==> src/centroid_pkg.sv <==
/*
 * shared widths, reset values and enums for the eye tracker core
 * register map offsets and divider states
 */
package centroid_pkg;

    // ----------------------------
    // datapath widths
    // ----------------------------
    localparam int pixel_width    = 8;
    localparam int coord_width    = 10;
    localparam int sum_s_width    = 20;
    localparam int sum_m_width    = 28;

    // one divider bit per cycle, counter sized for the moment width
    localparam int div_count_width = $clog2(sum_m_width);

    // ----------------------------
    // apb bus
    // ----------------------------
    localparam int apb_addr_width = 8;
    localparam int apb_data_width = 32;

    // threshold after reset, mid scale
    localparam int threshold_reset = 128;

    // centroid divider FSM
    typedef enum logic [1:0] {
        div_idle,
        div_run,
        div_done
    } div_state_t;

    // register offsets
    typedef enum logic [apb_addr_width-1:0] {
        reg_threshold   = 8'h00,
        reg_status      = 8'h04,
        reg_centroid_x  = 8'h08,
        reg_centroid_y  = 8'h0C,
        reg_pixel_count = 8'h10,
        reg_frame_count = 8'h14
    } reg_addr_t;

endpackage

==> src/camera_timing.sv <==
`timescale 1ns/100ps
/*
 * camera strobe decoding: beat column, line index, frame start and end pulses
 */
module camera_timing (
    input  logic                                 cclk,
    input  logic                                 reset,
    input  logic                                 fval,
    input  logic                                 lval,
    input  logic                                 dval,
    output logic [centroid_pkg::coord_width-1:0] column,
    output logic [centroid_pkg::coord_width-1:0] line,
    output logic                                 pixel_valid,
    output logic                                 frame_start,
    output logic                                 frame_end
);
    import centroid_pkg::*;

    logic                   fval_q;
    logic                   lval_q;
    logic                   beat;
    logic                   line_start;
    logic                   frame_rise;
    // one spare bit so an overlong line shows up instead of wrapping
    logic [coord_width:0]   beat_cnt;
    logic [coord_width:0]   col_now;
    logic [coord_width-1:0] line_cnt;
    logic [coord_width-1:0] line_now;

    assign beat       = fval & lval & dval;
    assign line_start = lval & ~lval_q;
    assign frame_rise = fval & ~fval_q;

    // first beat may land in the same cycle as the line or frame edge
    assign col_now  = line_start ? '0 : beat_cnt;
    assign line_now = frame_rise ? '0 : line_cnt;

    always_ff @(posedge cclk) begin
        if (reset) begin
            fval_q      <= 1'b0;
            lval_q      <= 1'b0;
            pixel_valid <= 1'b0;
            frame_start <= 1'b0;
            frame_end   <= 1'b0;
            beat_cnt    <= '0;
            line_cnt    <= '0;
            column      <= '0;
            line        <= '0;
        end else begin
            fval_q      <= fval;
            lval_q      <= lval;
            pixel_valid <= beat;
            frame_start <= frame_rise;
            frame_end   <= ~fval & fval_q;

            if (beat) begin
                column   <= col_now[coord_width-1:0];
                line     <= line_now;
                beat_cnt <= col_now + 1'b1;
            end else if (line_start) begin
                beat_cnt <= '0;
            end

            // line index steps on each lval fall inside the frame
            if (frame_rise) begin
                line_cnt <= '0;
            end else if (fval && !lval && lval_q) begin
                line_cnt <= line_cnt + 1'b1;
            end
        end
    end

    column_no_wrap: assert property (@(posedge cclk) disable iff (reset)
        beat |-> !col_now[coord_width])
        else $error("camera line longer than the column range");

endmodule

==> src/lane_accumulator.sv <==
`timescale 1ns/100ps
/*
 * one pixel lane: threshold compare and per-frame count, x and y moment sums
 */
module lane_accumulator #(
    parameter int lane = 0
) (
    input  logic                                 cclk,
    input  logic                                 reset,
    input  logic [centroid_pkg::pixel_width-1:0] pixel,
    input  logic [centroid_pkg::pixel_width-1:0] threshold,
    input  logic [centroid_pkg::coord_width-1:0] column,
    input  logic [centroid_pkg::coord_width-1:0] line,
    input  logic                                 pixel_valid,
    input  logic                                 frame_start,
    output logic [centroid_pkg::sum_s_width-1:0] sum_s,
    output logic [centroid_pkg::sum_m_width-1:0] sum_x,
    output logic [centroid_pkg::sum_m_width-1:0] sum_y
);
    import centroid_pkg::*;

    logic                   bright_q;
    logic                   hit;
    logic [coord_width:0]   x_pos;
    logic [sum_s_width-1:0] base_s;
    logic [sum_m_width-1:0] base_x;
    logic [sum_m_width-1:0] base_y;

    // compare is registered to line up with the registered timing strobes
    always_ff @(posedge cclk) begin
        bright_q <= (pixel >= threshold);
    end

    assign hit = pixel_valid & bright_q;

    // left lane holds even columns, right lane odd ones
    assign x_pos = {column, 1'(lane)};

    // a beat arriving with frame_start counts into the new frame
    assign base_s = frame_start ? '0 : sum_s;
    assign base_x = frame_start ? '0 : sum_x;
    assign base_y = frame_start ? '0 : sum_y;

    always_ff @(posedge cclk) begin
        if (reset) begin
            sum_s <= '0;
            sum_x <= '0;
            sum_y <= '0;
        end else if (hit) begin
            sum_s <= base_s + 1'b1;
            sum_x <= base_x + sum_m_width'(x_pos);
            sum_y <= base_y + sum_m_width'(line);
        end else begin
            sum_s <= base_s;
            sum_x <= base_x;
            sum_y <= base_y;
        end
    end

    count_monotonic: assert property (@(posedge cclk) disable iff (reset)
        !frame_start |=> sum_s >= $past(sum_s))
        else $error("lane %0d bright count went down inside a frame", lane);

endmodule

==> src/centroid_divider.sv <==
`timescale 1ns/100ps
/*
 * lane sum merge and two restoring dividers for the x and y centroid
 */
module centroid_divider (
    input  logic                                 cclk,
    input  logic                                 reset,
    input  logic                                 frame_end,
    input  logic [centroid_pkg::sum_s_width-1:0] sum_s_l,
    input  logic [centroid_pkg::sum_m_width-1:0] sum_x_l,
    input  logic [centroid_pkg::sum_m_width-1:0] sum_y_l,
    input  logic [centroid_pkg::sum_s_width-1:0] sum_s_r,
    input  logic [centroid_pkg::sum_m_width-1:0] sum_x_r,
    input  logic [centroid_pkg::sum_m_width-1:0] sum_y_r,
    output logic [centroid_pkg::coord_width-1:0] centroid_x,
    output logic [centroid_pkg::coord_width-1:0] centroid_y,
    output logic [centroid_pkg::sum_s_width-1:0] pixel_count,
    output logic                                 no_target,
    output logic                                 result_done
);
    import centroid_pkg::*;

    div_state_t                 state;
    logic                       start_q;
    logic                       total_zero;
    logic [div_count_width-1:0] bit_cnt;
    logic [sum_s_width-1:0]     total_s;
    logic [sum_m_width-1:0]     total_x;
    logic [sum_m_width-1:0]     total_y;
    logic [sum_s_width-1:0]     count;
    logic [sum_s_width-1:0]     rem_x;
    logic [sum_s_width-1:0]     rem_y;
    logic [sum_m_width-1:0]     quo_x;
    logic [sum_m_width-1:0]     quo_y;

    // one restoring step, dividend bits shift out of quo as quotient bits shift in
    function automatic logic [sum_s_width+sum_m_width-1:0] div_step(
        input logic [sum_s_width-1:0] rem,
        input logic [sum_m_width-1:0] quo,
        input logic [sum_s_width-1:0] divisor
    );
        logic [sum_s_width:0] shifted;
        logic [sum_s_width:0] diff;
        shifted = {rem, quo[sum_m_width-1]};
        diff    = shifted - {1'b0, divisor};
        if (shifted >= {1'b0, divisor}) begin
            return {diff[sum_s_width-1:0], quo[sum_m_width-2:0], 1'b1};
        end
        return {shifted[sum_s_width-1:0], quo[sum_m_width-2:0], 1'b0};
    endfunction

    assign total_s    = sum_s_l + sum_s_r;
    assign total_x    = sum_x_l + sum_x_r;
    assign total_y    = sum_y_l + sum_y_r;
    assign total_zero = (total_s == '0);

    // ----------------------------
    // control FSM
    // ----------------------------
    always_ff @(posedge cclk) begin
        if (reset) begin
            state     <= div_idle;
            start_q   <= 1'b0;
            bit_cnt   <= '0;
            no_target <= 1'b0;
        end else begin
            // frame_end while busy is dropped
            start_q <= frame_end && (state == div_idle);
            case (state)
                div_idle: begin
                    if (start_q) begin
                        no_target <= total_zero;
                        bit_cnt   <= div_count_width'(sum_m_width - 1);
                        state     <= total_zero ? div_done : div_run;
                    end
                end
                div_run: begin
                    bit_cnt <= bit_cnt - 1'b1;
                    if (bit_cnt == '0) begin
                        state <= div_done;
                    end
                end
                default: state <= div_idle;
            endcase
        end
    end

    // ----------------------------
    // shared-counter datapath
    // ----------------------------
    always_ff @(posedge cclk) begin
        if (state == div_idle && start_q) begin
            count <= total_s;
            rem_x <= '0;
            rem_y <= '0;
            quo_x <= total_zero ? '0 : total_x;
            quo_y <= total_zero ? '0 : total_y;
        end else if (state == div_run) begin
            {rem_x, quo_x} <= div_step(rem_x, quo_x, count);
            {rem_y, quo_y} <= div_step(rem_y, quo_y, count);
        end
    end

    assign result_done = (state == div_done);
    assign pixel_count = count;
    assign centroid_x  = quo_x[coord_width-1:0];
    assign centroid_y  = quo_y[coord_width-1:0];

    frame_end_when_idle: assert property (@(posedge cclk) disable iff (reset)
        frame_end |-> (state == div_idle) && !start_q)
        else $error("frame end arrived while the divider was busy");

endmodule

==> src/apb_regs.sv <==
`timescale 1ns/100ps
/*
 * APB register block: threshold, status, frame counter and centroid results
 */
module apb_regs (
    input  logic                                    cclk,
    input  logic                                    reset,
    input  logic                                    psel,
    input  logic                                    penable,
    input  logic                                    pwrite,
    input  logic [centroid_pkg::apb_addr_width-1:0] paddr,
    input  logic [centroid_pkg::apb_data_width-1:0] pwdata,
    output logic [centroid_pkg::apb_data_width-1:0] prdata,
    output logic                                    pready,
    output logic                                    pslverr,
    output logic [centroid_pkg::pixel_width-1:0]    threshold,
    input  logic                                    frame_start,
    input  logic                                    frame_end,
    input  logic [centroid_pkg::coord_width-1:0]    centroid_x,
    input  logic [centroid_pkg::coord_width-1:0]    centroid_y,
    input  logic [centroid_pkg::sum_s_width-1:0]    pixel_count,
    input  logic                                    no_target,
    input  logic                                    result_done
);
    import centroid_pkg::*;

    logic                      access;
    logic                      addr_hit;
    logic                      result_valid;
    logic                      no_target_q;
    logic [coord_width-1:0]    centroid_x_q;
    logic [coord_width-1:0]    centroid_y_q;
    logic [sum_s_width-1:0]    pixel_count_q;
    logic [apb_data_width-1:0] frame_count;

    // no wait states
    assign access  = psel & penable;
    assign pready  = access;
    assign pslverr = access & ~addr_hit;

    // read mux and address decode
    always_comb begin
        addr_hit = 1'b1;
        prdata   = '0;
        case (paddr)
            reg_threshold:   prdata = apb_data_width'(threshold);
            reg_status:      prdata = apb_data_width'({no_target_q, result_valid});
            reg_centroid_x:  prdata = apb_data_width'(centroid_x_q);
            reg_centroid_y:  prdata = apb_data_width'(centroid_y_q);
            reg_pixel_count: prdata = apb_data_width'(pixel_count_q);
            reg_frame_count: prdata = frame_count;
            default:         addr_hit = 1'b0;
        endcase
    end

    always_ff @(posedge cclk) begin
        if (reset) begin
            threshold     <= pixel_width'(threshold_reset);
            result_valid  <= 1'b0;
            no_target_q   <= 1'b0;
            centroid_x_q  <= '0;
            centroid_y_q  <= '0;
            pixel_count_q <= '0;
            frame_count   <= '0;
        end else begin
            if (access && pwrite && paddr == reg_threshold) begin
                threshold <= pwdata[pixel_width-1:0];
            end

            // a finished result wins over a new frame in the same cycle
            if (result_done) begin
                result_valid  <= 1'b1;
                no_target_q   <= no_target;
                centroid_x_q  <= centroid_x;
                centroid_y_q  <= centroid_y;
                pixel_count_q <= pixel_count;
            end else if (frame_start) begin
                result_valid <= 1'b0;
            end

            if (frame_end) begin
                frame_count <= frame_count + 1'b1;
            end
        end
    end

    penable_needs_psel: assert property (@(posedge cclk) disable iff (reset)
        penable |-> psel)
        else $error("apb penable high without psel");

    setup_then_access: assert property (@(posedge cclk) disable iff (reset)
        (psel && !penable) |=> (psel && penable))
        else $error("apb setup phase not followed by access phase");

endmodule

==> src/eye_tracker_top.sv <==
`timescale 1ns/100ps
/*
 * eye tracker core: camera timing, two pixel lanes, centroid divider, APB registers
 */
module eye_tracker_top (
    input  logic                                    cclk,
    input  logic                                    reset,
    input  logic                                    fval,
    input  logic                                    lval,
    input  logic                                    dval,
    input  logic [centroid_pkg::pixel_width-1:0]    data_l,
    input  logic [centroid_pkg::pixel_width-1:0]    data_r,
    input  logic                                    psel,
    input  logic                                    penable,
    input  logic                                    pwrite,
    input  logic [centroid_pkg::apb_addr_width-1:0] paddr,
    input  logic [centroid_pkg::apb_data_width-1:0] pwdata,
    output logic [centroid_pkg::apb_data_width-1:0] prdata,
    output logic                                    pready,
    output logic                                    pslverr
);
    import centroid_pkg::*;

    logic [coord_width-1:0] column;
    logic [coord_width-1:0] line;
    logic                   pixel_valid;
    logic                   frame_start;
    logic                   frame_end;
    logic [pixel_width-1:0] threshold;
    logic [sum_s_width-1:0] sum_s_l;
    logic [sum_s_width-1:0] sum_s_r;
    logic [sum_m_width-1:0] sum_x_l;
    logic [sum_m_width-1:0] sum_x_r;
    logic [sum_m_width-1:0] sum_y_l;
    logic [sum_m_width-1:0] sum_y_r;
    logic [coord_width-1:0] centroid_x;
    logic [coord_width-1:0] centroid_y;
    logic [sum_s_width-1:0] pixel_count;
    logic                   no_target;
    logic                   result_done;

    camera_timing timing_inst (
        .cclk(cclk), .reset(reset),
        .fval(fval), .lval(lval), .dval(dval),
        .column(column), .line(line), .pixel_valid(pixel_valid),
        .frame_start(frame_start), .frame_end(frame_end)
    );

    // even column lane
    lane_accumulator #(.lane(0)) lane_l_inst (
        .cclk(cclk), .reset(reset), .pixel(data_l), .threshold(threshold),
        .column(column), .line(line), .pixel_valid(pixel_valid), .frame_start(frame_start),
        .sum_s(sum_s_l), .sum_x(sum_x_l), .sum_y(sum_y_l)
    );

    // odd column lane
    lane_accumulator #(.lane(1)) lane_r_inst (
        .cclk(cclk), .reset(reset), .pixel(data_r), .threshold(threshold),
        .column(column), .line(line), .pixel_valid(pixel_valid), .frame_start(frame_start),
        .sum_s(sum_s_r), .sum_x(sum_x_r), .sum_y(sum_y_r)
    );

    centroid_divider divider_inst (
        .cclk(cclk), .reset(reset), .frame_end(frame_end),
        .sum_s_l(sum_s_l), .sum_x_l(sum_x_l), .sum_y_l(sum_y_l),
        .sum_s_r(sum_s_r), .sum_x_r(sum_x_r), .sum_y_r(sum_y_r),
        .centroid_x(centroid_x), .centroid_y(centroid_y), .pixel_count(pixel_count),
        .no_target(no_target), .result_done(result_done)
    );

    apb_regs regs_inst (
        .cclk(cclk), .reset(reset),
        .psel(psel), .penable(penable), .pwrite(pwrite), .paddr(paddr), .pwdata(pwdata),
        .prdata(prdata), .pready(pready), .pslverr(pslverr), .threshold(threshold),
        .frame_start(frame_start), .frame_end(frame_end),
        .centroid_x(centroid_x), .centroid_y(centroid_y), .pixel_count(pixel_count),
        .no_target(no_target), .result_done(result_done)
    );

endmodule

==> config.mk <==
export PLATFORM = sky130hd
export DESIGN_NAME = eye_tracker_top
export DESIGN_NICKNAME = d
export VERILOG_FILES = /design/src/centroid_pkg.sv /design/src/camera_timing.sv /design/src/lane_accumulator.sv /design/src/centroid_divider.sv /design/src/apb_regs.sv /design/src/eye_tracker_top.sv
export SDC_FILE = /design/constraint.sdc
export NUM_CORES = 1
export LEC_CHECK = 0
export BUFFER_PORTS_ARGS = -buffer_cell sky130_fd_sc_hd__buf_2
export CAP_MARGIN = 30
export CORE_UTILIZATION = 40
export DETAILED_ROUTE_END_ITERATION = 10
export PLACE_DENSITY = 0.65
export SKIP_LAST_GASP = 1
export SYNTH_ARGS = -nofsm -noshare
export SYNTH_HDL_FRONTEND = slang
export SYNTH_SLANG_ARGS = --single-unit
export TNS_END_PERCENT = 20
==> constraint.sdc <==
create_clock -name cclk -period 3.6 [get_ports cclk]
set_input_delay 0.9 -clock cclk [delete_from_list [all_inputs] [get_ports cclk]]
set_output_delay 0.9 -clock cclk [all_outputs]
set_load 0.005 [all_outputs]
==> results_dict.tcl <==
set metrics [dict create \
    synthCells 2918 \
    ys_warn_count 0 \
    hold_path.class "flip-flop to flip-flop" \
    fin_worst_hold_slack_ns 0.452 \
    track_usage 0.190 \
    final_cell_mix "nand2_1, dfxtp_1, nor2_1" \
    period_share 0.977 \
    io_pins 98 \
    cts_tree "built" \
    cp_cell_sequence "ha_4 > a211oi_4 > o21bai_1 > a2111oi_2 > o21ai_1 > a221o_1 > buf_6 > buf_4 > nand4_1 > nand4_1 > nor4_4 > buf_6 > buf_12 > buf_4 > o31ai_1" \
    die-area_mm2 0.0616 \
    grt_pass1_vias 19100 \
    cp-start-kind "flip-flop" \
    status "finished clean" \
    vias 20200 \
    p_sw_frac 0.223 \
    powerDensity_mw_per_mm2 358 \
    clock-sinks 405 \
    period_needed_ns 3.52 \
    synth_flop_cell "dfxtp_1" \
    slew_headroom 0.451 \
    drtIter0Drc 980 \
    fmax_mhz 284 \
    leakage_nw 11.3 \
    clock_path_buffers 3 \
    layout_commonest_cell "nand2_1" \
    rsz0062_at_grt "yes" \
    pwr-share-clk 0.503 \
    ys_ff_latch 405 \
    place_congestion 0.853 \
    syn-num-nets 3166 \
    setup.worst_path.class "flip-flop to flip-flop" \
    drive_gt1_frac 0.0992 \
    setup_tns_ns 0 \
    cp_max_fo 9 \
    antenna_left 0 \
    cts_buffers 47 \
    yosysSeqAreaShare 0.366 \
    max_cap_violations 0 \
    synth_cell_types 77 \
    place_ws_ns -0.189 \
    grt_max_degree 105 \
    viasPerCell 5.28 \
    drc 0 \
    overflow 0 \
    core_area_mm2 0.0595 \
    htree_levels 2 \
    p_int_mw 7.78 \
    slew_viol_final 0 \
    grt_pass1_wl_mm 96.3 \
    dp_hpwl_mm 42.2 \
    crit_slowest_cell "a221o_1" \
    crit_path_end_kind "flip-flop" \
    antennaDiodeCount 0 \
    setup_slack_ns 0.0831 \
    clk_latency_ns 0.58 \
    clkTransAtPathRegs_ns 0.06 \
    syn-cell-area_mm2 0.0242 \
    finalHoldViolCount 0 \
    slowest_delay_ns 0.38 \
    start_util 0.408 \
    avgRoutedWirePerCell_um 15.4 \
    fin_nets 3264 \
    ir_worst_vdd_mv 0.296 \
    synth_edf_count 76 \
    num_rows 89 \
    setup_violations 0 \
    pwr-share-comb 0.032 \
    fin_skew_ns 0.0260 \
    crit_required_ns 3.91 \
    io_buffers 73 \
    ys_async_sr_fraction 0 \
    routed_wl_mm 58.8 \
    p_switching_mw 2.23 \
    first_pass_iters 5 \
    crit_arrival_ns 3.82 \
    r2r_slack_ns 0.08 \
    seq_power_share 0.465 \
    syn_area_per_cell_um2 8.31 \
    antenna_found_initial 0 \
    die_x_um 248 \
    nFillCells 5857 \
    max_slew.worst_pin.slew_ns 0.823 \
    root_buffer "clkbuf_16" \
    power_mw 10.0 \
    area_growth_pct 15.3 \
    die_y_um 248 \
]
## layer usage
layer / global-route usage / wire length (um) / vias up
met4: 0.0604 / 1610 / 0
met5: 0 / 0 / -
li1: - / - / 10500
met3: 0.0253 / 1980 / 89
met1: 0.250 / 27900 / 9424
met2: 0.322 / 27300 / 244
## power groups by stage
| stage | clock, mW | sequential, mW | combinational, mW |
|---|---|---|---|
| final | 5.04 | 4.65 | 0.318 |
| after global routing | 5.33 | 4.65 | 0.353 |
| after CTS | 5.16 | 4.65 | 0.304 |
| after detailed placement | 0 | 4.75 | 0.294 |
| after global placement | 0 | 4.75 | 0.292 |
| after floorplan | 0 | 4.74 | 0.198 |
## final cells by class
class / count / area, um2 / area share
repair buffers: 172 / 1330 / 0.0476
clock inverters: 28 / 348 / 0.0124
flip-flops and latches: 405 / 8870 / 0.318
inverters: 96 / 360 / 0.0129
well taps: 773 / 967 / 0.0346
multi-input cells: 2294 / 14800 / 0.529
clock buffers: 59 / 1280 / 0.0458
## logic make-up after synthesis
logic type | count (synthesis) | synth area share
simple gates | 1162 | 0.226
buf+inv | 219 | 0.0343
mux | 56 | 0.0232
compound gates | 644 | 0.163
fa+ha+maj | 184 | 0.0978
flops | 405 | 0.366
xor+xnor | 248 | 0.0896
## Yosys cell counts (6+ instances only)
| master | instances | area [um2] |
|---|---|---|
| and3_1 | 43 | 269 |
| mux2i_1 | 54 | 541 |
| a211oi_1 | 16 | 120 |
| edfxtp_1 | 76 | 2280 |
| buf_1 | 11 | 41.3 |
| nor4_1 | 14 | 87.6 |
| o21ai_0 | 143 | 716 |
| or3_1 | 30 | 188 |
| nor3_1 | 41 | 205 |
| nor3b_1 | 11 | 82.6 |
| clkbuf_1 | 107 | 402 |
| fa_1 | 9 | 180 |
| nor2b_1 | 81 | 507 |
| a222oi_1 | 6 | 60.1 |
| a31oi_1 | 11 | 68.8 |
| a22o_1 | 10 | 87.6 |
| dfxtp_1 | 329 | 6590 |
| or2_2 | 12 | 75.1 |
| o31ai_1 | 51 | 383 |
| ha_1 | 175 | 2190 |
| o21a_1 | 20 | 150 |
| nand4_1 | 36 | 225 |
| xor2_1 | 117 | 1020 |
| nand2_1 | 386 | 1450 |
| o211ai_1 | 14 | 105 |
| a21o_1 | 42 | 315 |
| xnor2_1 | 131 | 1150 |
| nand2b_1 | 40 | 250 |
| inv_1 | 96 | 360 |
| o21bai_1 | 20 | 150 |
| nand3_1 | 119 | 596 |
| a21oi_1 | 244 | 1220 |
| and2_1 | 39 | 244 |
| and4_1 | 8 | 70.1 |
| a211o_1 | 7 | 61.3 |
| nor2_1 | 285 | 1070 |
## flip-flops by register name, indices dropped and copies added (netlist names), 20 cells and up
| register | flops |
|---|---|
| lane_l_inst.sum_x | 27 |
| lane_l_inst.sum_y | 28 |
| regs_inst.pixel_count_q | 20 |
| divider_inst.quo_x | 28 |
| divider_inst.quo_y | 28 |
| lane_r_inst.sum_y | 28 |
| regs_inst.frame_count | 32 |
| lane_r_inst.sum_x | 28 |
| divider_inst.pixel_count | 20 |
| divider_inst.rem_y | 20 |
| lane_l_inst.sum_s | 20 |
| lane_r_inst.sum_s | 20 |
| divider_inst.rem_x | 20 |
## path summary, 6_finish.rpt
check | end | from | cells after the start
setup / recovery | divider_inst.quo_x[0]$_DFFE_PP_ | lane_l_inst.sum_s[7]$_SDFF_PP0_ | 15
hold / removal | regs_inst.pixel_count_q[14]$_SDFFE_PP0P_ | regs_inst.pixel_count_q[14]$_SDFFE_PP0P_ | 2
setup reg to reg | divider_inst.quo_x[0]$_DFFE_PP_ | lane_l_inst.sum_s[7]$_SDFF_PP0_ | 15
hold reg to reg | regs_inst.pixel_count_q[14]$_SDFFE_PP0P_ | regs_inst.pixel_count_q[14]$_SDFFE_PP0P_ | 2
## critical path: cells and delay by family, from the launching register on
family	cells	cell delay (ns)
compound gates	6	1.31
fa+ha+maj	1	0.25
buf+inv	5	0.76
flops	1	0.34
simple gates	3	0.58
## through the flow
| stage | utilization | instance area, um2 | cells |
|---|---|---|---|
| floorplan | - | 24200 | 2918 |
| global placement | 0.435 | 25900 | 3730 |
| detailed placement | 0.435 | 25900 | 3730 |
| CTS | 0.464 | 27600 | 3820 |
| global route | 0.470 | 27900 | 3827 |
| finish | 0.470 | 27900 | 3827 |
## what timing repair did
| item | in CTS | in global routing |
|---|---|---|
| setup endpoints to repair | 59 | 82 |
| setup buffers | 1 | 3 |
| pin swaps | 3 | 21 |
| hold buffers | 0 | 0 |
| resized for setup | 3 | 43 |
| gates cloned | 2 | 4 |
Power figures use the tool's default switching activity.
